<file path="config.mk">
export PLATFORM = sky130hd
export DESIGN_NAME = msg_concentrator
export DESIGN_NICKNAME = d
export VERILOG_FILES = /design/src/conc_cfg_pkg.sv /design/src/conc_msg_pkg.sv /design/src/lane_if.sv /design/src/ingress_steer.sv /design/src/lane_fifo.sv /design/src/msg_concentrator.sv /design/src/rr_arb_tree.sv
export SDC_FILE = /design/constraint.sdc
export NUM_CORES = 1
export LEC_CHECK = 0
export BUFFER_PORTS_ARGS = -buffer_cell sky130_fd_sc_hd__clkbuf_2
export CORE_UTILIZATION = 54
export DETAILED_ROUTE_END_ITERATION = 8
export GPL_TIMING_DRIVEN = 0
export PLACE_DENSITY_LB_ADDON = 0.08
export SYNTH_ARGS = -nofsm -noshare
export SYNTH_HDL_FRONTEND = slang
export SYNTH_SLANG_ARGS = --single-unit
</file>
<file path="constraint.sdc">
create_clock -name clk_i -period 6.1 [get_ports clk_i]
set_input_delay 1.525 -clock clk_i [delete_from_list [all_inputs] [get_ports clk_i]]
set_output_delay 1.525 -clock clk_i [all_outputs]
set_load 0.05 [all_outputs]
</file>
<file path="src/conc_cfg_pkg.sv">
// sizes of the message concentrator
// NUM_CHAN must stay a power of two for the round-robin order to hold
// LANE_DEPTH need not be a power of two since the pointers wrap explicitly

package conc_cfg_pkg;

  ////////////////////////////////////////////////////////////////////////////
  // base sizes
  ////////////////////////////////////////////////////////////////////////////

  // number of input channels and lanes
  localparam int unsigned NUM_CHAN = 4;

  // words held by each lane FIFO
  localparam int unsigned LANE_DEPTH = 4;

  ////////////////////////////////////////////////////////////////////////////
  // derived widths
  ////////////////////////////////////////////////////////////////////////////

  // bits needed to name one channel
  localparam int unsigned CHAN_W = $clog2(NUM_CHAN);
  // fill count has to reach LANE_DEPTH itself
  localparam int unsigned CNT_W = $clog2(LANE_DEPTH + 1);
  // read and write pointer width inside a lane
  localparam int unsigned PTR_W = $clog2(LANE_DEPTH);

endpackage : conc_cfg_pkg

</file>
<file path="src/conc_msg_pkg.sv">
// message types carried through the concentrator
// channel index and fill count widths follow conc_cfg_pkg

package conc_msg_pkg;

  ////////////////////////////////////////////////////////////////////////////
  // payload
  ////////////////////////////////////////////////////////////////////////////

  // payload bits per message
  localparam int unsigned PAYLOAD_W = 16;

  // one message payload as stored in a lane
  typedef logic [PAYLOAD_W-1:0] payload_t;

  ////////////////////////////////////////////////////////////////////////////
  // indices and counts
  ////////////////////////////////////////////////////////////////////////////

  // channel number on input and output
  typedef logic [conc_cfg_pkg::CHAN_W-1:0] chan_idx_t;

  // lane occupancy from 0 to LANE_DEPTH
  typedef logic [conc_cfg_pkg::CNT_W-1:0] fill_cnt_t;

endpackage : conc_msg_pkg

</file>
<file path="src/lane_if.sv">
// one lane between ingress, its FIFO and the arbiter
// push has no back-pressure and gnt is only valid while req is high

`timescale 1ns/1ps

interface lane_if;
  import conc_msg_pkg::*;

  // one-cycle write strobe from ingress
  logic     push;
  payload_t push_data;
  // lane holds at least one word
  logic     req;
  // word at the FIFO head
  payload_t head;
  // pop the head on this edge
  logic     gnt;

  modport steer (output push, output push_data);
  modport queue (input push, input push_data, input gnt, output req, output head);
  modport arb   (input req, input head, output gnt);

endinterface : lane_if

</file>
<file path="src/ingress_steer.sv">
// registers one input word per cycle and steers it to its lane
// no full check here since each lane decides alone whether to drop
// a word sampled together with flush_i is discarded

`timescale 1ns/1ps

module ingress_steer (
  input  logic                    clk_i,
  input  logic                    rst_ni,
  input  logic                    flush_i,
  input  logic                    in_valid_i,
  input  conc_msg_pkg::chan_idx_t in_chan_i,
  input  conc_msg_pkg::payload_t  in_data_i,
  lane_if.steer                   lanes [conc_cfg_pkg::NUM_CHAN]
);
  import conc_cfg_pkg::*;
  import conc_msg_pkg::*;

  // registered strobe, channel and payload
  logic      valid_q;
  chan_idx_t chan_q;
  payload_t  data_q;

  // strobe is control state and is cleared by flush
  always_ff @(posedge clk_i or negedge rst_ni) begin
    if (!rst_ni) begin
      valid_q <= 1'b0;
    end else if (flush_i) begin
      valid_q <= 1'b0;
    end else begin
      valid_q <= in_valid_i;
    end
  end

  // channel and payload only matter while valid_q is high
  always_ff @(posedge clk_i) begin
    chan_q <= in_chan_i;
    data_q <= in_data_i;
  end

  // decode the registered channel into exactly one push
  for (genvar i = 0; i < NUM_CHAN; i++) begin : gen_steer
    assign lanes[i].push      = valid_q & (chan_q == chan_idx_t'(i));
    assign lanes[i].push_data = data_q;
  end

endmodule : ingress_steer

</file>
<file path="src/lane_fifo.sv">
// circular buffer of LANE_DEPTH words for one channel
// a push to a full lane is dropped unless the head pops on the same edge
// overflow_o is sticky until flush_i and flush wins over push and pop

`timescale 1ns/1ps

module lane_fifo (
  input  logic   clk_i,
  input  logic   rst_ni,
  input  logic   flush_i,
  lane_if.queue  lane,
  output logic   overflow_o
);
  import conc_cfg_pkg::*;
  import conc_msg_pkg::*;

  // storage and pointers
  payload_t             mem [LANE_DEPTH];
  logic     [PTR_W-1:0] wr_ptr_q;
  logic     [PTR_W-1:0] rd_ptr_q;
  fill_cnt_t            cnt_q;

  logic full;
  logic empty;
  logic pop;
  logic push_ok;
  logic drop;

  assign full  = (cnt_q == fill_cnt_t'(LANE_DEPTH));
  assign empty = (cnt_q == '0);

  // gnt only comes with req but empty is checked anyway
  assign pop     = lane.gnt & ~empty;
  // a pop on the same edge frees the slot for a push to a full lane
  assign push_ok = lane.push & (~full | pop);
  assign drop    = lane.push & full & ~pop;

  // toward the arbiter
  assign lane.req  = ~empty;
  assign lane.head = mem[rd_ptr_q];

  ////////////////////////////////////////////////////////////////////////////
  // control state
  ////////////////////////////////////////////////////////////////////////////

  always_ff @(posedge clk_i or negedge rst_ni) begin
    if (!rst_ni) begin
      wr_ptr_q   <= '0;
      rd_ptr_q   <= '0;
      cnt_q      <= '0;
      overflow_o <= 1'b0;
    end else if (flush_i) begin
      wr_ptr_q   <= '0;
      rd_ptr_q   <= '0;
      cnt_q      <= '0;
      overflow_o <= 1'b0;
    end else begin
      // pointers wrap at LANE_DEPTH
      if (push_ok) begin
        wr_ptr_q <= (wr_ptr_q == PTR_W'(LANE_DEPTH - 1)) ? '0 : wr_ptr_q + 1'b1;
      end
      if (pop) begin
        rd_ptr_q <= (rd_ptr_q == PTR_W'(LANE_DEPTH - 1)) ? '0 : rd_ptr_q + 1'b1;
      end
      // count moves only when exactly one side is active
      if (push_ok && !pop) begin
        cnt_q <= cnt_q + 1'b1;
      end else if (pop && !push_ok) begin
        cnt_q <= cnt_q - 1'b1;
      end
      // sticky until the next flush
      if (drop) begin
        overflow_o <= 1'b1;
      end
    end
  end

  // payload storage
  always_ff @(posedge clk_i) begin
    if (push_ok && !flush_i) begin
      mem[wr_ptr_q] <= lane.push_data;
    end
  end

endmodule : lane_fifo

</file>
<file path="src/msg_concentrator.sv">
// merges NUM_CHAN input channels onto one valid/ready output stream
// input is a strobe without back-pressure and full lanes drop new words
// a word reaches out_valid_o two edges after its input edge at the earliest

`timescale 1ns/1ps

module msg_concentrator (
  input  logic                                clk_i,
  input  logic                                rst_ni,
  input  logic                                flush_i,
  // input strobe side
  input  logic                                in_valid_i,
  input  conc_msg_pkg::chan_idx_t             in_chan_i,
  input  conc_msg_pkg::payload_t              in_data_i,
  // output stream side
  input  logic                                out_ready_i,
  output logic                                out_valid_o,
  output conc_msg_pkg::payload_t              out_data_o,
  output conc_msg_pkg::chan_idx_t             out_chan_o,
  // sticky per-lane drop flags
  output logic [conc_cfg_pkg::NUM_CHAN-1:0]   overflow_o
);
  import conc_cfg_pkg::*;

  // one bundle per lane
  lane_if lanes [NUM_CHAN] ();

  ingress_steer ingress_steer_inst (
    .clk_i      (clk_i),
    .rst_ni     (rst_ni),
    .flush_i    (flush_i),
    .in_valid_i (in_valid_i),
    .in_chan_i  (in_chan_i),
    .in_data_i  (in_data_i),
    .lanes      (lanes)
  );

  for (genvar i = 0; i < NUM_CHAN; i++) begin : gen_lanes
    lane_fifo lane_fifo_inst (
      .clk_i      (clk_i),
      .rst_ni     (rst_ni),
      .flush_i    (flush_i),
      .lane       (lanes[i]),
      .overflow_o (overflow_o[i])
    );
  end

  // output ready is the arbiter grant and the arbiter request is output valid
  rr_arb_tree #(
    .NumIn (NUM_CHAN)
  ) rr_arb_tree_inst (
    .clk_i   (clk_i),
    .rst_ni  (rst_ni),
    .flush_i (flush_i),
    .lanes   (lanes),
    .gnt_i   (out_ready_i),
    .req_o   (out_valid_o),
    .data_o  (out_data_o),
    .idx_o   (out_chan_o)
  );

endmodule : msg_concentrator

</file>
<file path="src/rr_arb_tree.sv">
// logarithmic round-robin arbiter over NumIn lanes with lock-in
// needs NumIn >= 2 and lanes must keep req high until granted
// with all lanes requesting the winner equals the pointer only for power-of-two NumIn

`timescale 1ns/1ps

module rr_arb_tree #(
  parameter int unsigned NumIn = conc_cfg_pkg::NUM_CHAN
) (
  input  logic                    clk_i,
  input  logic                    rst_ni,
  input  logic                    flush_i,
  lane_if.arb                     lanes [NumIn],
  input  logic                    gnt_i,
  output logic                    req_o,
  output conc_msg_pkg::payload_t  data_o,
  output conc_msg_pkg::chan_idx_t idx_o
);
  import conc_msg_pkg::*;

  localparam int unsigned NumLevels = $clog2(NumIn);
  localparam int unsigned NumNodes  = 2**NumLevels - 1;

  // flattened lane side
  logic     [NumIn-1:0] req_in;
  logic     [NumIn-1:0] gnt_out;
  payload_t [NumIn-1:0] data_in;

  // lock and pointer state
  logic                 lock_q;
  logic     [NumIn-1:0] req_q;
  logic     [NumIn-1:0] req_d;
  logic [NumLevels-1:0] rr_q;
  logic [NumLevels-1:0] rr_d;

  // tree nodes with node 0 at the root
  logic     [NumNodes-1:0][NumLevels-1:0] index_nodes;
  payload_t [NumNodes-1:0]                data_nodes;
  logic     [NumNodes-1:0]                gnt_nodes;
  logic     [NumNodes-1:0]                req_nodes;

  for (genvar i = 0; i < NumIn; i++) begin : gen_lane_io
    assign req_in[i]     = lanes[i].req;
    assign data_in[i]    = lanes[i].head;
    assign lanes[i].gnt  = gnt_out[i];
  end

  ////////////////////////////////////////////////////////////////////////////
  // lock-in and round-robin pointer
  ////////////////////////////////////////////////////////////////////////////

  // while stalled the tree sees the request vector of the offered decision
  assign req_d = lock_q ? req_q : req_in;

  // advance by one per transfer and wrap at NumIn
  assign rr_d = (req_o && gnt_i) ?
                ((rr_q == NumLevels'(NumIn - 1)) ? '0 : rr_q + 1'b1) : rr_q;

  always_ff @(posedge clk_i or negedge rst_ni) begin
    if (!rst_ni) begin
      lock_q <= 1'b0;
      req_q  <= '0;
      rr_q   <= '0;
    end else if (flush_i) begin
      lock_q <= 1'b0;
      req_q  <= '0;
      rr_q   <= '0;
    end else begin
      // offered but not taken
      lock_q <= req_o & ~gnt_i;
      req_q  <= req_d;
      rr_q   <= rr_d;
    end
  end

  ////////////////////////////////////////////////////////////////////////////
  // select tree
  ////////////////////////////////////////////////////////////////////////////

  assign req_o        = req_nodes[0];
  assign data_o       = data_nodes[0];
  assign idx_o        = chan_idx_t'(index_nodes[0]);
  assign gnt_nodes[0] = gnt_i;

  for (genvar level = 0; level < NumLevels; level++) begin : gen_levels
    for (genvar l = 0; l < 2**level; l++) begin : gen_nodes
      // this node and its left child
      localparam int unsigned Idx0 = 2**level - 1 + l;
      localparam int unsigned Idx1 = 2**(level + 1) - 1 + l * 2;

      if (level == NumLevels - 1) begin : gen_leaf
        if (l * 2 < NumIn - 1) begin : gen_pair
          logic sel;
          // take the right lane if the left is idle or the pointer bit says so
          assign sel = ~req_d[l*2] | (req_d[l*2+1] & rr_q[NumLevels-1-level]);
          assign req_nodes[Idx0]   = req_d[l*2] | req_d[l*2+1];
          assign index_nodes[Idx0] = NumLevels'(sel);
          assign data_nodes[Idx0]  = sel ? data_in[l*2+1] : data_in[l*2];
          assign gnt_out[l*2]      = gnt_nodes[Idx0] & req_d[l*2] & ~sel;
          assign gnt_out[l*2+1]    = gnt_nodes[Idx0] & req_d[l*2+1] & sel;
        end else if (l * 2 == NumIn - 1) begin : gen_single
          // odd lane count leaves one lane without a partner
          assign req_nodes[Idx0]   = req_d[l*2];
          assign index_nodes[Idx0] = '0;
          assign data_nodes[Idx0]  = data_in[l*2];
          assign gnt_out[l*2]      = gnt_nodes[Idx0] & req_d[l*2];
        end else begin : gen_pruned
          assign req_nodes[Idx0]   = 1'b0;
          assign index_nodes[Idx0] = '0;
          assign data_nodes[Idx0]  = '0;
        end
      end else begin : gen_inner
        logic                 sel;
        logic [NumLevels-1:0] child_idx;
        assign sel = ~req_nodes[Idx1] | (req_nodes[Idx1+1] & rr_q[NumLevels-1-level]);
        assign child_idx = sel ? index_nodes[Idx1+1] : index_nodes[Idx1];
        // this level contributes one index bit above the child's bits
        assign index_nodes[Idx0] = NumLevels'({sel, child_idx[NumLevels-level-2:0]});
        assign req_nodes[Idx0]   = req_nodes[Idx1] | req_nodes[Idx1+1];
        assign data_nodes[Idx0]  = sel ? data_nodes[Idx1+1] : data_nodes[Idx1];
        // grant travels down the selected branch only
        assign gnt_nodes[Idx1]   = gnt_nodes[Idx0] & ~sel;
        assign gnt_nodes[Idx1+1] = gnt_nodes[Idx0] & sel;
      end
    end
  end

endmodule : rr_arb_tree
</file>
After elaboration in Yosys (flattened, before gate mapping)
Memories as Yosys holds them, arrays and structs flattened.
Index checks and enable logic that the tools add are counted.
{"block": "op_classes", "add_sub_neg": 17, "mux": 63, "reduce_logical": 44, "n_bitwise": 63, "n_eq_ne": 16}
{"cell": "two-way mux 2 bit", "n": 27}
{"cell": "two-way mux 16 bit", "n": 3}
{"cell": "two-way mux 3 bit", "n": 12}
{"cell": "bitwise AND 1 bit", "n": 34}
{"cell": "nonzero test 2 bit", "n": 13}
{"cell": "== test 2 bit, second input constant", "n": 11}
{"cell": "two-way mux 1 bit", "n": 19}
{"cell": "NOT 1 bit", "n": 19}
{"cell": "adder 2 x 1 -> 2 bit, second input constant", "n": 9}
{"cell": "logical AND 1 bit", "n": 13}
{"cell": "adder 3 x 1 -> 3 bit, second input constant", "n": 4}
{"cell": "== test 3 bit, second input constant", "n": 4}
{"cell": "zero test 3 bit", "n": 4}
{"cell": "nonzero test 3 bit", "n": 4}
{"cell": "subtractor 3 x 1 -> 3 bit, second input constant", "n": 4}
{"cell": "bitwise OR 1 bit", "n": 10}
{"cell": "zero test 1 bit", "n": 9}
{"cell": "two-way mux 4 bit", "n": 2}
{"cell": "== test 2 x 1 -> 1 bit, second input constant", "n": 1}
{"cell": "zero test 2 bit", "n": 1}
{"block": "word_totals", "ramBits": 256, "elab_cells": 229, "regBits": 58, "n_memories": 4}
{"name": "gen_lanes[0].lane_fifo_inst.mem", "depth": 4, "width": 16, "read_ports": 1, "rd_ports_with_merged_regs": 0, "write_ports": 1, "line_no": "lane_fifo.sv:18", "rtl": "payload_t mem [LANE_DEPTH];"}
{"name": "gen_lanes[1].lane_fifo_inst.mem", "depth": 4, "width": 16, "read_ports": 1, "rd_ports_with_merged_regs": 0, "write_ports": 1, "line_no": "lane_fifo.sv:18"}
{"name": "gen_lanes[2].lane_fifo_inst.mem", "depth": 4, "width": 16, "read_ports": 1, "rd_ports_with_merged_regs": 0, "write_ports": 1, "line_no": "lane_fifo.sv:18"}
{"name": "gen_lanes[3].lane_fifo_inst.mem", "depth": 4, "width": 16, "read_ports": 1, "rd_ports_with_merged_regs": 0, "write_ports": 1, "line_no": "lane_fifo.sv:18"}

Logic depth before layout (Yosys ltp)
Gate-level depths: netlist (run 1).
{"block": "logic_depth", "ltp_word": 18, "depth_mapped": 12, "depth_no_buf": 10}

Cells and area by module
From an unflattened synthesis (run 1), not the netlist that was laid out.
{"block": "hier_totals", "hier_cells": 764, "hier_area_um2": 13384.1}
{"mod": "lane_fifo at gen_lanes[0].lane_fifo_inst ...", "cells_per_inst": 149, "instances": 2, "area_each_um2": 2899.0}
{"mod": "lane_fifo at gen_lanes[2].lane_fifo_inst", "cells_per_inst": 147, "instances": 1, "area_each_um2": 2899.0}
{"mod": "lane_fifo at gen_lanes[3].lane_fifo_inst", "cells_per_inst": 147, "instances": 1, "area_each_um2": 2886.5}
{"mod": "rr_arb_tree", "cells_per_inst": 100, "instances": 1, "area_each_um2": 1011.0}
{"mod": "ingress_steer", "cells_per_inst": 72, "instances": 1, "area_each_um2": 789.5}

Worst setup path after synthesis (run 1)
Ideal clock, no wire load.
{"block": "synth_path", "kind": "reg2out", "from": "register gen_lanes[0].lane_fifo_inst.cnt_q[1]", "to": "output out_data_o[10]", "setup_slack_ns": 1.789, "arrival_ns": 2.786, "stages_incl_launch_ff": 9, "cell_sequence": "dfrtp_1 > or3_1 > mux2i_1 > a221o_1 > buf_2 > buf_2 > buf_1 > a211oi_1 > a21oi_1"}
{"block": "synth_via", "elab_chain_len": 7}
{"item": "from (decl)", "line_no": "lane_fifo.sv:21", "rtl": "fill_cnt_t cnt_q;"}
{"item": "from (signal assigned)", "line_no": "lane_fifo.sv:67", "rtl": "cnt_q <= cnt_q + 1'b1;"}
{"item": "from (signal assigned)", "line_no": "lane_fifo.sv:69", "rtl": "cnt_q <= cnt_q - 1'b1;"}
{"item": "zero test 3 bit (*)", "line_no": "lane_fifo.sv:30", "rtl": "assign empty = (cnt_q == '0);"}
{"item": "NOT 1 bit (*)", "line_no": "lane_fifo.sv:39", "rtl": "assign lane.req = ~empty;"}
{"item": "two-way mux 4 bit (*)", "line_no": "rr_arb_tree.sv:53", "rtl": "assign req_d = lock_q ? req_q : req_in;"}
{"item": "NOT 1 bit / bitwise OR 1 bit (equally long branches)", "line_no": "rr_arb_tree.sv:95, rr_arb_tree.sv:96"}
{"item": "bitwise OR 1 bit / NOT 1 bit (equally long branches)", "line_no": "rr_arb_tree.sv:95, rr_arb_tree.sv:115"}
{"item": "two-way mux 16 bit / bitwise OR 1 bit (equally long branches)", "line_no": "rr_arb_tree.sv:98, rr_arb_tree.sv:115"}
{"item": "two-way mux 16 bit (*)", "line_no": "rr_arb_tree.sv:120", "rtl": "assign data_nodes[Idx0] = sel ? data_nodes[Idx1+1] : data_nodes[Idx1];"}
{"item": "to (decl)", "line_no": "msg_concentrator.sv:18", "rtl": "output conc_msg_pkg::payload_t out_data_o,"}
Every way passes the cells marked *; elsewhere a longest branch is shown, timed or not.

Worst setup path in the final report (run 1)
{"block": "layout_path", "from": "register rr_arb_tree_inst.lock_q", "to": "output out_data_o[6]"}
{"block": "layout_via", "elab_chain_len": 5}
{"item": "from (decl)", "line_no": "rr_arb_tree.sv:30", "rtl": "logic lock_q;"}
{"item": "from (signal assigned)", "line_no": "rr_arb_tree.sv:70", "rtl": "lock_q <= req_o & ~gnt_i;"}
{"item": "two-way mux 4 bit (*)", "line_no": "rr_arb_tree.sv:53"}
{"item": "bitwise AND 1 bit (tied with other cells)", "line_no": "rr_arb_tree.sv:95", "rtl": "assign sel = ~req_d[l*2] | (req_d[l*2+1] & rr_q[NumLevels-1-level]);"}
{"item": "bitwise OR 1 bit (tied with other cells)", "line_no": "rr_arb_tree.sv:95"}
{"item": "two-way mux 16 bit / bitwise OR 1 bit (equally long branches)", "line_no": "rr_arb_tree.sv:98, rr_arb_tree.sv:115"}
{"item": "two-way mux 16 bit (*)", "line_no": "rr_arb_tree.sv:120"}
Marked as above.

==> results of run 1 <==
## worst paths after layout
kind | start | to | slack [ns] | cells past startpoint
max reg2reg | rr_arb_tree_inst.lock_q | gen_lanes[3].lane_fifo_inst.cnt_q[2] | 2.19 | 11
min | gen_lanes[0].lane_fifo_inst.overflow_o | gen_lanes[0].lane_fifo_inst.overflow_o | 0.49 | 1
min reg2reg | gen_lanes[0].lane_fifo_inst.overflow_o | gen_lanes[0].lane_fifo_inst.overflow_o | 0.49 | 1
max | rr_arb_tree_inst.lock_q | out_data_o[6] | 0.65 | 8
min in group asynchronous | rst_ni | gen_lanes[3].lane_fifo_inst.cnt_q[1] | 1.15 | 1
max in group asynchronous | rst_ni | gen_lanes[1].lane_fifo_inst.rd_ptr_q[0] | 4.28 | 1
## registers in the layout (all words and copies together), names as in the netlist
signal / cells
ingress_steer_inst.valid_q: 1
gen_lanes.lane_fifo_inst.mem: 256
rr_arb_tree_inst.lock_q: 1
gen_lanes.lane_fifo_inst.overflow_o: 4
rr_arb_tree_inst.req_q: 4
gen_lanes.lane_fifo_inst.rd_ptr_q: 8
gen_lanes.lane_fifo_inst.cnt_q: 12
rr_arb_tree_inst.rr_q: 2
ingress_steer_inst.chan_q: 2
ingress_steer_inst.lanes.push_data: 16
gen_lanes.lane_fifo_inst.wr_ptr_q: 8
## cell usage in the layout (no fill, tap or decap), drive strengths merged, types with 18 or more instances in the layout
master / count
a211oi: 18
a21oi: 27
buf: 18
clkbuf: 113
dfrtp: 40
dfxtp: 18
edfxtp: 256
ha: 19
inv: 21
mux2i: 31
mux4: 64
nand2: 18
nor2: 50
nor2b: 23
## worst reg2reg max path, cell delays in order (launching register included)
cell                       delay (ns)
sky130_fd_sc_hd__dfrtp_1         0.48
sky130_fd_sc_hd__o41ai_1         0.90
sky130_fd_sc_hd__a221o_1         0.27
sky130_fd_sc_hd__buf_2           0.22
sky130_fd_sc_hd__and2_1          0.16
sky130_fd_sc_hd__clkbuf_1        0.26
sky130_fd_sc_hd__nor3_1          0.12
sky130_fd_sc_hd__fa_1            0.45
sky130_fd_sc_hd__or3_1           0.38
sky130_fd_sc_hd__a21oi_1         0.12
sky130_fd_sc_hd__a31o_1          0.12
sky130_fd_sc_hd__mux2_1          0.31
## power groups by stage
stage	Clock [W]	Combinational, W	Sequential [W]
after CTS	0.00196	0.00180	0.00245
after global placement	0	0.00177	0.00248
final	0.00192	0.00179	0.00245
after floorplan	0	0.00135	0.00246
after detailed placement	0	0.00180	0.00249
after global routing	0.00204	0.00189	0.00246
## final cells by class
class / instances / area, sq um / area share
flip-flops and latches: 314 / 9050 / 0.623
multi-input cells: 350 / 3530 / 0.243
plain buffers: 42 / 183 / 0.0126
repair buffers: 45 / 225 / 0.0155
well taps: 319 / 399 / 0.0275
inverters: 20 / 75.1 / 0.00517
clock buffers: 44 / 925 / 0.0637
clock inverters: 14 / 139 / 0.00956
## metrics by stage
step,worst slack [ns],std cells,hold slack (ns),power [W]
after detailed placement,1.27,1090,0.481,0.00429
final,0.654,1148,0.491,0.00615
after CTS,0.663,1148,0.495,0.00621
after floorplan,1.79,726,0.464,0.00381
after global routing,0.444,1148,0.513,0.00638
after global placement,1.34,1090,0.477,0.00425
## cell families after synthesis
| family | after synthesis |
|---|---|
| DFF | 314 |
| and+or+nand+nor | 142 |
| muxes | 106 |
| AOI/OAI and AO/OA | 75 |
| buffers and inverters | 62 |
| adders and majority gates | 23 |
| xor gates and xnor gates | 4 |
## layer usage
layer  global-route usage  up-vias  routed length (microns)
met5                    0        -                        0
met4               0.0546        0                      481
met3               0.0258       43                     1060
met2                0.338      149                    11800
met1                0.311     3380                    11300
li1                     -     3001                        -
==> metrics.txt, run 1 <==
# TYPE chip_impl_metric gauge
chip_impl_info{name="status",value="complete, no violations"} 1
chip_impl_metric{name="share_of_the_yosys_chip_area_belonging_to_registers",unit=""} 0.705
chip_impl_metric{name="timing.final.setup_violations",unit=""} 0
chip_impl_metric{name="worstSkewPairLatency",unit="ns"} 0.56
chip_impl_metric{name="dr_total_vias",unit=""} 6573
chip_impl_metric{name="timing.clock.skew",unit="ns"} 0.0113
chip_impl_metric{name="number_of_buffers_added_on_ports",unit=""} 45
chip_impl_metric{name="cts_max_path_buffers",unit=""} 3
chip_impl_metric{name="timing.final.max_slew_violations",unit=""} 0
chip_impl_metric{name="antenna_found_initial",unit=""} 0
chip_impl_metric{name="clk_transition_reported_paths",unit="ns"} 0.06
chip_impl_metric{name="max_stage_delay",unit="ns"} 0.90
chip_impl_metric{name="die_y",unit="microns"} 156
chip_impl_metric{name="wire_per_inst",unit="microns"} 21.5
chip_impl_metric{name="firstDrtPassIters",unit=""} 4
chip_impl_info{name="main_combinational_cell_family_by_area_after_synthesis",value="multiplexers"} 1
chip_impl_metric{name="cp_data_required_time",unit="ns"} 4.58
chip_impl_info{name="timing.hold.worst.class",value="reg -> reg"} 1
chip_impl_metric{name="grt_pass1_wl",unit="mm"} 38.1
chip_impl_info{name="timing.critical_path.slowest_stage_cell",value="sky130_fd_sc_hd__o41ai_1"} 1
chip_impl_metric{name="simple_gate_area_share_of_the_yosys_netlist",unit=""} 0.0575
chip_impl_metric{name="viasPerCell",unit=""} 5.73
chip_impl_metric{name="synth_compound_gate_area_share",unit=""} 0.0438
chip_impl_metric{name="layout.filler_cells",unit=""} 1719
chip_impl_metric{name="globalRouteTotalUtil",unit=""} 0.211
chip_impl_metric{name="cts.repair_timing.setup_buffer_count",unit=""} 0
chip_impl_metric{name="max_slew_margin",unit=""} 0.283
chip_impl_metric{name="total_clock_buffers_created_by_cts",unit=""} 31
chip_impl_metric{name="synthXorXnorAreaFrac",unit=""} 0.00273
chip_impl_metric{name="cp_num_buf_inv",unit=""} 4
chip_impl_info{name="tritoncts_clock_tree",value="yes"} 1
chip_impl_metric{name="worst-endpoint-arrival",unit="ns"} 3.92
chip_impl_info{name="yosys-top-cells-count",value="256 x sky130_fd_sc_hd__edfxtp_1, 64 x sky130_fd_sc_hd__mux4_2, 50 x sky130_fd_sc_hd__nor2_1"} 1
chip_impl_info{name="cpMostUsedCell",value="sky130_fd_sc_hd__buf_2"} 1
chip_impl_metric{name="drc",unit=""} 0
chip_impl_metric{name="fraction_of_final_layout_cells_with_drive_strength_greater_than_1",unit=""} 0.230
chip_impl_metric{name="gp_routability_congestion",unit=""} 0.864
chip_impl_info{name="setup.worst_path.end_class",value="output pin"} 1
chip_impl_metric{name="measured_slew_at_the_worst_slew_check_pin",unit="ns"} 1.08
chip_impl_metric{name="floorplan.die_area",unit="sq mm"} 0.0244
chip_impl_metric{name="synth.lib_cells_used.distinct",unit=""} 59
chip_impl_metric{name="net_count_after_synthesis",unit=""} 772
chip_impl_metric{name="syn_avg_cell_area",unit="sq um"} 17.7
chip_impl_metric{name="layout.cell_area.non_filler",unit="sq mm"} 0.0145
chip_impl_metric{name="placed_cell_area",unit="sq mm"} 0.0135
chip_impl_metric{name="final_period_minus_worst_setup_slack",unit="ns"} 5.45
chip_impl_metric{name="layout-area-overhead-vs-synth",unit="%"} 13.2
chip_impl_metric{name="drv.max_cap_violation_count",unit=""} 0
chip_impl_metric{name="place.detailed.hpwl",unit="mm"} 16.5
chip_impl_metric{name="grt_start_max_net_pins",unit=""} 41
chip_impl_metric{name="clockPowerShare",unit=""} 0.312
chip_impl_info{name="timing.critical_path.from_type",value="register"} 1
chip_impl_info{name="rsz0062_at_grt",value="false"} 1
chip_impl_metric{name="antenna-diode-count",unit=""} 0
chip_impl_info{name="timing.critical_path.max_delay_family",value="compound AO/OA/AOI/OAI gates"} 1
chip_impl_metric{name="clock-sinks",unit=""} 314
chip_impl_metric{name="muxShareOfSynthArea",unit=""} 0.146
chip_impl_metric{name="cts_resized",unit=""} 0
chip_impl_metric{name="pin_count",unit=""} 46
chip_impl_metric{name="peak_freq",unit="GHz"} 0.184
chip_impl_metric{name="synth-edff-count",unit=""} 256
chip_impl_metric{name="leakage",unit="nW"} 4.97
chip_impl_metric{name="power.share.switching",unit=""} 0.346
chip_impl_info{name="synth_largest_area_cell",value="sky130_fd_sc_hd__edfxtp_1"} 1
chip_impl_metric{name="h-tree-depth",unit=""} 1
chip_impl_metric{name="cts_hold_repair.buffers",unit=""} 0
chip_impl_metric{name="drtAntennaViolNets",unit=""} 0
chip_impl_metric{name="floorplan.rows",unit=""} 56
chip_impl_metric{name="power.density",unit="mW/mm^2"} 424
chip_impl_metric{name="first_global_vias",unit=""} 6693
chip_impl_metric{name="floorplan.core_area",unit="sq mm"} 0.0234
chip_impl_metric{name="drt_iter0_markers",unit=""} 369
chip_impl_metric{name="timing.final.hold_violations",unit=""} 0
chip_impl_metric{name="ys_seq_elements",unit=""} 314
chip_impl_metric{name="start_util",unit=""} 0.548
chip_impl_metric{name="global_route.overflow_total",unit=""} 0
chip_impl_info{name="synthMostInstantiatedCell",value="sky130_fd_sc_hd__edfxtp_1"} 1
chip_impl_metric{name="worst-path-max-fanout",unit=""} 10
chip_impl_info{name="cts_root_buf",value="sky130_fd_sc_hd__clkbuf_16"} 1
chip_impl_metric{name="synth-warning-count",unit=""} 0
chip_impl_metric{name="switchingPower",unit="W"} 0.00213
chip_impl_metric{name="synthesis.area",unit="sq mm"} 0.0128
chip_impl_info{name="crit_type",value="reg -> out"} 1
chip_impl_metric{name="combinationalPowerShare",unit=""} 0.290
chip_impl_metric{name="power.share.sequential",unit=""} 0.398
chip_impl_metric{name="layout_utilization",unit=""} 0.621
chip_impl_info{name="dominantRegCellSynth",value="sky130_fd_sc_hd__edfxtp_1"} 1
chip_impl_metric{name="period_share",unit=""} 0.893
chip_impl_metric{name="synth-adder-area-share",unit=""} 0.0248
chip_impl_info{name="crit_path_cell_trace",value="o41ai_1 -> a221o_1 -> buf_2 -> buf_2 -> buf_1 -> a211oi_1 -> a21oi_1 -> clkbuf_2"} 1
chip_impl_metric{name="intPower",unit="W"} 0.00402
chip_impl_metric{name="die_width",unit="microns"} 156
chip_impl_metric{name="synth_largest_type_area_fraction",unit=""} 0.599
chip_impl_metric{name="syn-instance-count",unit=""} 726
chip_impl_metric{name="ir_worst_vdd",unit="V"} 0.000303
chip_impl_info{name="post_synth_main_area_contributors",value="sky130_fd_sc_hd__edfxtp_1 60%, sky130_fd_sc_hd__mux4_2 11%, sky130_fd_sc_hd__dfrtp_1 7.8%, sky130_fd_sc_hd__dfxtp_1 2.8%, sky130_fd_sc_hd__mux2i_1 2.4%"} 1
chip_impl_metric{name="synth_async_sr_flop_share",unit=""} 0.127
chip_impl_metric{name="num-nets-final",unit=""} 850
chip_impl_metric{name="final.setup.tns",unit="ns"} 0
chip_impl_metric{name="route.final.wire_length",unit="mm"} 24.7
Note: power is estimated with default switching activity, not from simulation.
==> run 2: changes to the inputs <==
--- a/config.mk
+++ b/config.mk
@@ -12,4 +12,5 @@
 export PLACE_DENSITY_LB_ADDON = 0.08
 export SYNTH_ARGS = -nofsm -noshare
 export SYNTH_HDL_FRONTEND = slang
+export SYNTH_HIERARCHICAL = 1
 export SYNTH_SLANG_ARGS = --single-unit
==> metrics.txt, run 2 <==
# TYPE chip_impl_metric gauge
chip_impl_info{name="synthMostInstantiatedCell",value="sky130_fd_sc_hd__edfxtp_1"} 1
chip_impl_metric{name="layout.filler_cells",unit=""} 1752
chip_impl_metric{name="place.detailed.hpwl",unit="mm"} 17.7
chip_impl_metric{name="grt_pass1_wl",unit="mm"} 40.6
chip_impl_info{name="post_synth_main_area_contributors",value="sky130_fd_sc_hd__edfxtp_1 57%, sky130_fd_sc_hd__mux4_2 11%, sky130_fd_sc_hd__dfrtp_1 7.5%, sky130_fd_sc_hd__mux2i_1 4.0%, sky130_fd_sc_hd__buf_4 3.3%"} 1
chip_impl_metric{name="route.final.wire_length",unit="mm"} 25.7
chip_impl_metric{name="grt_start_max_net_pins",unit=""} 41
chip_impl_metric{name="leakage",unit="nW"} 5.37
chip_impl_metric{name="peak_freq",unit="GHz"} 0.214
chip_impl_metric{name="clock-sinks",unit=""} 314
chip_impl_metric{name="cts_hold_repair.buffers",unit=""} 0
chip_impl_metric{name="wire_per_inst",unit="microns"} 21.5
chip_impl_metric{name="firstDrtPassIters",unit=""} 4
chip_impl_metric{name="drtAntennaViolNets",unit=""} 0
chip_impl_metric{name="floorplan.core_area",unit="sq mm"} 0.0243
chip_impl_info{name="largest_register",value="gen_lanes.lane_fifo_inst/mem"} 1
chip_impl_metric{name="fraction_of_final_layout_cells_with_drive_strength_greater_than_1",unit=""} 0.310
chip_impl_info{name="crit_type",value="reg -> out"} 1
chip_impl_info{name="final_cell_mix",value="256 x sky130_fd_sc_hd__edfxtp_1, 64 x sky130_fd_sc_hd__mux4_2, 59 x sky130_fd_sc_hd__buf_4, 53 x sky130_fd_sc_hd__mux2i_1, 49 x sky130_fd_sc_hd__clkbuf_2"} 1
chip_impl_metric{name="stdcell_count",unit=""} 1194
chip_impl_metric{name="synthesis.area",unit="sq mm"} 0.0134
chip_impl_info{name="cts_root_buf",value="sky130_fd_sc_hd__clkbuf_16"} 1
chip_impl_metric{name="timing.clock.skew",unit="ns"} 0.00817
chip_impl_metric{name="timing.final.hold_violations",unit=""} 0
chip_impl_info{name="yosys-top-cells-count",value="256 x sky130_fd_sc_hd__edfxtp_1, 64 x sky130_fd_sc_hd__mux4_2, 59 x sky130_fd_sc_hd__buf_4"} 1
chip_impl_metric{name="drv.max_cap_violation_count",unit=""} 0
chip_impl_metric{name="dpl.cell_count",unit=""} 1133
chip_impl_metric{name="worst-path-max-fanout",unit=""} 10
chip_impl_metric{name="clk_transition_reported_paths",unit="ns"} 0.06
chip_impl_metric{name="net_count_after_synthesis",unit=""} 809
chip_impl_metric{name="antenna-diode-count",unit=""} 0
chip_impl_metric{name="power.density",unit="mW/mm^2"} 341
chip_impl_metric{name="timing.final.max_slew_violations",unit=""} 0
chip_impl_metric{name="synth_largest_type_area_fraction",unit=""} 0.574
chip_impl_metric{name="measured_slew_at_the_worst_slew_check_pin",unit="ns"} 1.12
chip_impl_metric{name="syn_avg_cell_area",unit="sq um"} 17.5
chip_impl_metric{name="number_of_buffers_added_on_ports",unit=""} 45
chip_impl_metric{name="worst-endpoint-arrival",unit="ns"} 3.15
chip_impl_metric{name="synth-edff-count",unit=""} 256
chip_impl_metric{name="start_util",unit=""} 0.550
chip_impl_metric{name="cts_max_path_buffers",unit=""} 3
chip_impl_info{name="setup.worst_path.end_class",value="output pin"} 1
chip_impl_metric{name="max_slew_margin",unit=""} 0.253
chip_impl_info{name="synth_largest_area_cell",value="sky130_fd_sc_hd__edfxtp_1"} 1
chip_impl_metric{name="synth.lib_cells_used.distinct",unit=""} 63
chip_impl_metric{name="layout-area-overhead-vs-synth",unit="%"} 13.0
chip_impl_info{name="layout.cells.most_common",value="sky130_fd_sc_hd__edfxtp_1"} 1
chip_impl_metric{name="viasPerCell",unit=""} 5.67
chip_impl_metric{name="total_clock_buffers_created_by_cts",unit=""} 35
chip_impl_metric{name="ys_seq_elements",unit=""} 314
chip_impl_metric{name="syn-instance-count",unit=""} 764
chip_impl_metric{name="first_global_vias",unit=""} 7091
chip_impl_info{name="dominantRegCellSynth",value="sky130_fd_sc_hd__edfxtp_1"} 1
chip_impl_metric{name="num-nets-final",unit=""} 891
chip_impl_metric{name="final_critical_path_setup_slack",unit="ns"} 1.43
chip_impl_metric{name="die_width",unit="microns"} 159
chip_impl_metric{name="h-tree-depth",unit=""} 2
chip_impl_info{name="timing.critical_path.slowest_stage_cell",value="sky130_fd_sc_hd__or3_2"} 1
chip_impl_metric{name="drc",unit=""} 0
chip_impl_metric{name="rrSetupSlack",unit="ns"} 2.15
chip_impl_info{name="crit_path_cell_trace",value="or3_2 -> nor2b_1 -> a32o_1 -> buf_4 -> buf_4 -> mux2i_1 -> mux2i_1 -> clkbuf_2"} 1
chip_impl_info{name="rsz0062_at_grt",value="false"} 1
chip_impl_metric{name="ir_worst_vdd",unit="V"} 0.000216
chip_impl_metric{name="period_share",unit=""} 0.766
chip_impl_metric{name="antenna_found_initial",unit=""} 0
chip_impl_metric{name="max_stage_delay",unit="ns"} 0.53
chip_impl_metric{name="dr_total_vias",unit=""} 6774
chip_impl_info{name="tritoncts_clock_tree",value="yes"} 1
chip_impl_metric{name="final_period_minus_worst_setup_slack",unit="ns"} 4.67
chip_impl_metric{name="share_of_the_yosys_chip_area_belonging_to_registers",unit=""} 0.676
chip_impl_metric{name="drt_iter0_markers",unit=""} 404
chip_impl_metric{name="floorplan.die_area",unit="sq mm"} 0.0254
chip_impl_metric{name="floorplan.rows",unit=""} 57
chip_impl_info{name="status",value="complete, no violations"} 1
chip_impl_metric{name="timing.final.setup_violations",unit=""} 0
chip_impl_metric{name="gp_routability_congestion",unit=""} 0.839
chip_impl_metric{name="worstSkewPairLatency",unit="ns"} 0.50
chip_impl_metric{name="cts.repair_timing.setup_buffer_count",unit=""} 0
chip_impl_metric{name="cts_resized",unit=""} 0
chip_impl_metric{name="synth-warning-count",unit=""} 6
chip_impl_metric{name="largest_reg_flops",unit=""} 256
chip_impl_metric{name="preCtsSetupSlack",unit="ns"} 1.95
chip_impl_metric{name="global_route.overflow_total",unit=""} 0
chip_impl_metric{name="cp_data_required_time",unit="ns"} 4.58
chip_impl_info{name="timing.hold.worst.class",value="reg -> reg"} 1
chip_impl_metric{name="die_y",unit="microns"} 159
chip_impl_metric{name="final.setup.tns",unit="ns"} 0
chip_impl_metric{name="pin_count",unit=""} 46
chip_impl_info{name="timing.critical_path.from_type",value="register"} 1
chip_impl_metric{name="synth_async_sr_flop_share",unit=""} 0.127
chip_impl_metric{name="globalRouteTotalUtil",unit=""} 0.212
run 2: changes by cell type in the layout (fill, tap and decap cells not counted), moves of 8 or more:
cell | before | now
sky130_fd_sc_hd__nor2b_1 | 23 | 3
sky130_fd_sc_hd__a21oi_1 | 26 | 16
sky130_fd_sc_hd__o21ai_0 | 2 | 10
sky130_fd_sc_hd__and3_1 | 15 | 6
sky130_fd_sc_hd__clkbuf_1 | 27 | 13
sky130_fd_sc_hd__a211oi_1 | 18 | 0
sky130_fd_sc_hd__buf_4 | 5 | 59
sky130_fd_sc_hd__buf_2 | 5 | 15
sky130_fd_sc_hd__mux2i_1 | 31 | 53
sky130_fd_sc_hd__nand2_1 | 17 | 7
sky130_fd_sc_hd__nor2_1 | 50 | 41
run 2: report_power, final:
part | total, W | switching [W] | internal, W
registers | 0.00237 | 0.0000276 | 0.00235
clock network | 0.00201 | 0.000791 | 0.00122
logic | 0.000779 | 0.000526 | 0.000253
total | 0.00516 | 0.00134 | 0.00381
run 2: worst paths after layout:
path,start,endpoint,cells after the start
worst max-delay path,gen_lanes[2].lane_fifo_inst/cnt_q[0],out_data_o[14],8
worst min-delay path,gen_lanes[1].lane_fifo_inst/overflow_o,gen_lanes[1].lane_fifo_inst/overflow_o,2
worst max register to register,gen_lanes[2].lane_fifo_inst/cnt_q[0],gen_lanes[2].lane_fifo_inst/cnt_q[2],13
worst min register to register,gen_lanes[1].lane_fifo_inst/overflow_o,gen_lanes[1].lane_fifo_inst/overflow_o,2
max in group asynchronous,rst_ni,gen_lanes[0].lane_fifo_inst/wr_ptr_q[1],1
min in group asynchronous,rst_ni,gen_lanes[2].lane_fifo_inst/cnt_q[0],1
run 2: logic make-up after synthesis:
| kind of cell | after synthesis | synth area share |
|---|---|---|
| compound gates | 58 | 0.0324 |
| xor+xnor | 8 | 0.00523 |
| fa+ha+maj | 22 | 0.0228 |
| buf+inv | 112 | 0.0525 |
| flops | 314 | 0.676 |
| mux | 126 | 0.155 |
| simple gates | 124 | 0.0560 |
run 2: worst max-delay path, delay by kind of cell (launching register included):
kind                   cells  cell delay, ns
multiplexers               2            0.49
AO/OA/AOI/OAI              1            0.21
AND/OR/NAND/NOR            2            0.70
buffers and inverters      3            0.77
flip-flops                 1            0.46
run 2: stage by stage:
stage	util	hold slack, ns	area, sq um	total power (W)
2_1_floorplan	-	0.502	13400	0.00300
3_3_place_gp	0.576	0.480	14000	0.00318
3_5_place_dp	0.576	0.486	14000	0.00320
4_1_cts	0.622	0.506	15100	0.00521
5_1_grt	0.622	0.534	15100	0.00534
6_report	0.622	0.497	15100	0.00516
run 2: layout make-up:
class | instances | area (sq um) | area share
Buffer | 88 | 613 | 0.0405
Clock buffer | 50 | 992 | 0.0656
Sequential cell | 314 | 9050 | 0.598
Timing Repair Buffer | 45 | 225 | 0.0149
Tap cell | 324 | 405 | 0.0268
Inverter | 24 | 90.1 | 0.00596
Clock inverter | 11 | 113 | 0.00745
Multi-Input combinational cell | 338 | 3630 | 0.240
run 2: per-layer routing:
| layer | global-route usage | part of all wire | vias to the layer above |
|---|---|---|---|
| met5 | 0 | 0 | - |
| met4 | 0.0555 | 0.018 | 0 |
| met3 | 0.0341 | 0.036 | 37 |
| met2 | 0.368 | 0.52 | 137 |
| met1 | 0.281 | 0.42 | 3527 |
| li1 | - | - | 3073 |
==> run 3: changes to the inputs <==
--- a/config.mk
+++ b/config.mk
@@ -5,6 +5,7 @@
 export SDC_FILE = /design/constraint.sdc
 export NUM_CORES = 1
 export LEC_CHECK = 0
+export ABC_AREA = 1
 export BUFFER_PORTS_ARGS = -buffer_cell sky130_fd_sc_hd__clkbuf_2
 export CORE_UTILIZATION = 54
 export DETAILED_ROUTE_END_ITERATION = 8
==> constraint.sdc (replaced) <==
create_clock -name clk_i -period 4.8 [get_ports clk_i]
set_input_delay 1.2 -clock clk_i [delete_from_list [all_inputs] [get_ports clk_i]]
set_output_delay 1.2 -clock clk_i [all_outputs]
set_load 0.05 [all_outputs]
==> metrics.txt, run 3 <==
# TYPE chip_impl_metric gauge
chip_impl_info{name="status",value="complete, no violations"} 1
chip_impl_info{name="cts_root_buf",value="sky130_fd_sc_hd__clkbuf_16"} 1
chip_impl_metric{name="drtAntennaViolNets",unit=""} 0
chip_impl_metric{name="firstDrtPassIters",unit=""} 5
chip_impl_metric{name="cts.repair_timing.setup_buffer_count",unit=""} 0
chip_impl_info{name="layout.cells.most_common",value="sky130_fd_sc_hd__edfxtp_1"} 1
chip_impl_info{name="post_synth_main_area_contributors",value="sky130_fd_sc_hd__edfxtp_1 57%, sky130_fd_sc_hd__dfrtp_1 7.4%, sky130_fd_sc_hd__o21ai_0 5.3%, sky130_fd_sc_hd__nor2_1 4.4%, sky130_fd_sc_hd__nand2_1 4.1%"} 1
chip_impl_info{name="tritoncts_clock_tree",value="yes"} 1
chip_impl_metric{name="timing.final.max_slew_violations",unit=""} 0
chip_impl_info{name="reg2reg_from",value="gen_lanes[3].lane_fifo_inst/cnt_q[2]"} 1
chip_impl_metric{name="place.detailed.hpwl",unit="mm"} 22.6
chip_impl_metric{name="fraction_of_final_layout_cells_with_drive_strength_greater_than_1",unit=""} 0.180
chip_impl_metric{name="global_route.overflow_total",unit=""} 0
chip_impl_info{name="timing.critical_path.slowest_stage_cell",value="sky130_fd_sc_hd__dfrtp_1"} 1
chip_impl_info{name="crit_type",value="reg -> out"} 1
chip_impl_metric{name="gp_routability_congestion",unit=""} 0.859
chip_impl_metric{name="synth_async_sr_flop_share",unit=""} 0.127
chip_impl_metric{name="synth-warning-count",unit=""} 6
chip_impl_info{name="dominantRegCellSynth",value="sky130_fd_sc_hd__edfxtp_1"} 1
chip_impl_info{name="synth_largest_area_cell",value="sky130_fd_sc_hd__edfxtp_1"} 1
chip_impl_metric{name="antenna_found_initial",unit=""} 0
chip_impl_info{name="timing.critical_path.from_type",value="register"} 1
chip_impl_metric{name="cp_num_buf_inv",unit=""} 3
chip_impl_metric{name="worst-path-max-fanout",unit=""} 10
chip_impl_metric{name="peak_freq",unit="GHz"} 0.241
chip_impl_metric{name="max_stage_delay",unit="ns"} 0.52
chip_impl_metric{name="cts_hold_repair.buffers",unit=""} 0
chip_impl_info{name="rsz0062_at_grt",value="false"} 1
chip_impl_metric{name="syn_avg_cell_area",unit="sq um"} 11.4
chip_impl_metric{name="period_share",unit=""} 0.864
chip_impl_metric{name="die_y",unit="microns"} 160
chip_impl_metric{name="start_util",unit=""} 0.555
chip_impl_info{name="setup.worst_path.end_class",value="output pin"} 1
chip_impl_metric{name="syn-instance-count",unit=""} 1192
chip_impl_metric{name="wire_per_inst",unit="microns"} 20.7
chip_impl_metric{name="dr_total_vias",unit=""} 9294
chip_impl_metric{name="clk_transition_reported_paths",unit="ns"} 0.06
chip_impl_metric{name="synth.lib_cells_used.distinct",unit=""} 30
chip_impl_info{name="largest_register",value="gen_lanes.lane_fifo_inst/mem"} 1
chip_impl_info{name="min-delay-start",value="gen_lanes[1].lane_fifo_inst/overflow_o"} 1
chip_impl_info{name="final_cell_mix",value="256 x sky130_fd_sc_hd__edfxtp_1, 147 x sky130_fd_sc_hd__nand2_1, 143 x sky130_fd_sc_hd__nor2_1, 143 x sky130_fd_sc_hd__o21ai_0, 89 x sky130_fd_sc_hd__inv_1"} 1
chip_impl_metric{name="viasPerCell",unit=""} 5.69
chip_impl_metric{name="cp_data_required_time",unit="ns"} 3.60
chip_impl_metric{name="final_critical_path_setup_slack",unit="ns"} 0.651
chip_impl_metric{name="num-nets-final",unit=""} 1329
chip_impl_metric{name="preCtsSetupSlack",unit="ns"} 1.28
chip_impl_metric{name="max_slew_margin",unit=""} 0.279
chip_impl_metric{name="pin_count",unit=""} 46
chip_impl_metric{name="largest_reg_flops",unit=""} 256
chip_impl_metric{name="placed_cell_area",unit="sq mm"} 0.0144
chip_impl_info{name="timing.critical_path.max_delay_family",value="buffers and inverters"} 1
chip_impl_metric{name="antenna-diode-count",unit=""} 0
chip_impl_metric{name="drt_iter0_markers",unit=""} 920
chip_impl_metric{name="route.final.wire_length",unit="mm"} 33.8
chip_impl_metric{name="net_count_after_synthesis",unit=""} 1237
chip_impl_metric{name="layout-area-overhead-vs-synth",unit="%"} 14.1
chip_impl_metric{name="h-tree-depth",unit=""} 2
chip_impl_info{name="synthMostInstantiatedCell",value="sky130_fd_sc_hd__edfxtp_1"} 1
chip_impl_metric{name="drv.max_cap_violation_count",unit=""} 0
chip_impl_metric{name="stdcell_count",unit=""} 1633
chip_impl_metric{name="measured_slew_at_the_worst_slew_check_pin",unit="ns"} 1.08
chip_impl_metric{name="ir_worst_vdd",unit="V"} 0.000596
chip_impl_metric{name="worst-endpoint-arrival",unit="ns"} 2.95
chip_impl_metric{name="dpl.cell_count",unit=""} 1572
chip_impl_info{name="timing.hold.worst.class",value="reg -> reg"} 1
chip_impl_metric{name="synth-edff-count",unit=""} 256
chip_impl_metric{name="total_clock_buffers_created_by_cts",unit=""} 34
chip_impl_metric{name="timing.clock.skew",unit="ns"} 0.0309
chip_impl_metric{name="share_of_the_yosys_chip_area_belonging_to_registers",unit=""} 0.667
chip_impl_metric{name="floorplan.die_area",unit="sq mm"} 0.0258
chip_impl_metric{name="cts_max_path_buffers",unit=""} 3
chip_impl_metric{name="first_global_vias",unit=""} 8949
chip_impl_metric{name="cts_resized",unit=""} 0
chip_impl_metric{name="number_of_buffers_added_on_ports",unit=""} 45
chip_impl_info{name="yosys-top-cells-count",value="256 x sky130_fd_sc_hd__edfxtp_1, 159 x sky130_fd_sc_hd__nor2_1, 147 x sky130_fd_sc_hd__nand2_1"} 1
chip_impl_info{name="crit_path_cell_trace",value="inv_1 -> clkbuf_1 -> o21ai_0 -> o22ai_1 -> nand3b_1 -> nand3_1 -> nand2_1 -> clkbuf_2"} 1
chip_impl_info{name="critical_path.startpoint",value="gen_lanes[2].lane_fifo_inst/rd_ptr_q[1]"} 1
chip_impl_metric{name="grt_start_max_net_pins",unit=""} 41
chip_impl_metric{name="floorplan.rows",unit=""} 57
chip_impl_metric{name="final_period_minus_worst_setup_slack",unit="ns"} 4.15
chip_impl_metric{name="layout.cell_area.non_filler",unit="sq mm"} 0.0155
chip_impl_metric{name="timing.final.setup_violations",unit=""} 0
chip_impl_metric{name="die_width",unit="microns"} 160
chip_impl_metric{name="drc",unit=""} 0
chip_impl_metric{name="grt_pass1_wl",unit="mm"} 51.6
chip_impl_metric{name="final.setup.tns",unit="ns"} 0
chip_impl_metric{name="clock-sinks",unit=""} 314
chip_impl_metric{name="rrSetupSlack",unit="ns"} 1.26
chip_impl_metric{name="globalRouteTotalUtil",unit=""} 0.268
chip_impl_metric{name="worstSkewPairLatency",unit="ns"} 0.53
chip_impl_metric{name="timing.final.hold_violations",unit=""} 0
chip_impl_metric{name="power.density",unit="mW/mm^2"} 492
chip_impl_metric{name="synth_largest_type_area_fraction",unit=""} 0.567
chip_impl_metric{name="synthesis.area",unit="sq mm"} 0.0136
chip_impl_metric{name="leakage",unit="nW"} 5.93
chip_impl_metric{name="ys_seq_elements",unit=""} 314
chip_impl_metric{name="floorplan.core_area",unit="sq mm"} 0.0245
## run 3: final cells by class
cell class	count	area (sq um)
Sequential cell	314	9050
Clock buffer	44	910
Tap cell	324	405
Clock inverter	17	178
Multi-Input combinational cell	689	3610
Timing Repair Buffer	56	387
Inverter	94	353
Fill cell	1896	8980
Buffer	95	596
## run 3: logic make-up after synthesis
| group | count (synthesis) | synth area share |
|---|---|---|
| fa+ha+maj | 22 | 0.0225 |
| compound gates | 233 | 0.0950 |
| xor+xnor | 1 | 0.000646 |
| simple gates | 433 | 0.145 |
| buf+inv | 189 | 0.0699 |
| flops | 314 | 0.667 |
## run 3: stage by stage
| stage | total power (W) | utilization | hold WS, ns |
|---|---|---|---|
| 3_5_place_dp | 0.00509 | 0.589 | 0.510 |
| 5_1_grt | 0.00789 | 0.633 | 0.528 |
| 2_1_floorplan | 0.00448 | - | 0.507 |
| 4_1_cts | 0.00763 | 0.633 | 0.519 |
| 3_3_place_gp | 0.00507 | 0.580 | 0.507 |
| 6_report | 0.00761 | 0.633 | 0.513 |
## run 3: worst paths after layout
check                                                          end  depth (start not counted)
min                         gen_lanes[1].lane_fifo_inst/overflow_o                          2
min reg2reg                 gen_lanes[1].lane_fifo_inst/overflow_o                          2
max in group asynchronous  gen_lanes[2].lane_fifo_inst/rd_ptr_q[0]                          1
max                                                  out_data_o[8]                          8
min in group asynchronous  gen_lanes[3].lane_fifo_inst/wr_ptr_q[0]                          1
max reg2reg                  gen_lanes[3].lane_fifo_inst/mem[2][8]                         13
## run 3: per-layer routing
metal / GRT usage / vias to the layer above / share of wire
met4: 0.0892 / 0 / 0.026
met2: 0.406 / 370 / 0.45
li1: - / 4313 / -
met1: 0.400 / 4551 / 0.44
met5: 0 / - / 0
met3: 0.0380 / 60 / 0.084
## run 3: where the power goes
group          internal [W]  switching, W
combinational      0.000491       0.00151
sequential          0.00300     0.0000691
clock               0.00151       0.00103
total               0.00500       0.00261
## run 3: worst reg2reg max path, stage by stage (launching register included)
cell and delay [ns]:
sky130_fd_sc_hd__dfrtp_1 0.44, sky130_fd_sc_hd__inv_2 0.09, sky130_fd_sc_hd__nand2_2 0.11, sky130_fd_sc_hd__nand2_1 0.06
sky130_fd_sc_hd__nand2_1 0.11, sky130_fd_sc_hd__nand2_2 0.20, sky130_fd_sc_hd__nand2_4 0.22, sky130_fd_sc_hd__buf_4 0.22
sky130_fd_sc_hd__nand3_1 0.08, sky130_fd_sc_hd__nor2_1 0.24, sky130_fd_sc_hd__inv_1 0.15, sky130_fd_sc_hd__nand3_2 0.14
sky130_fd_sc_hd__nand3_1 0.25, sky130_fd_sc_hd__nor2_2 0.85
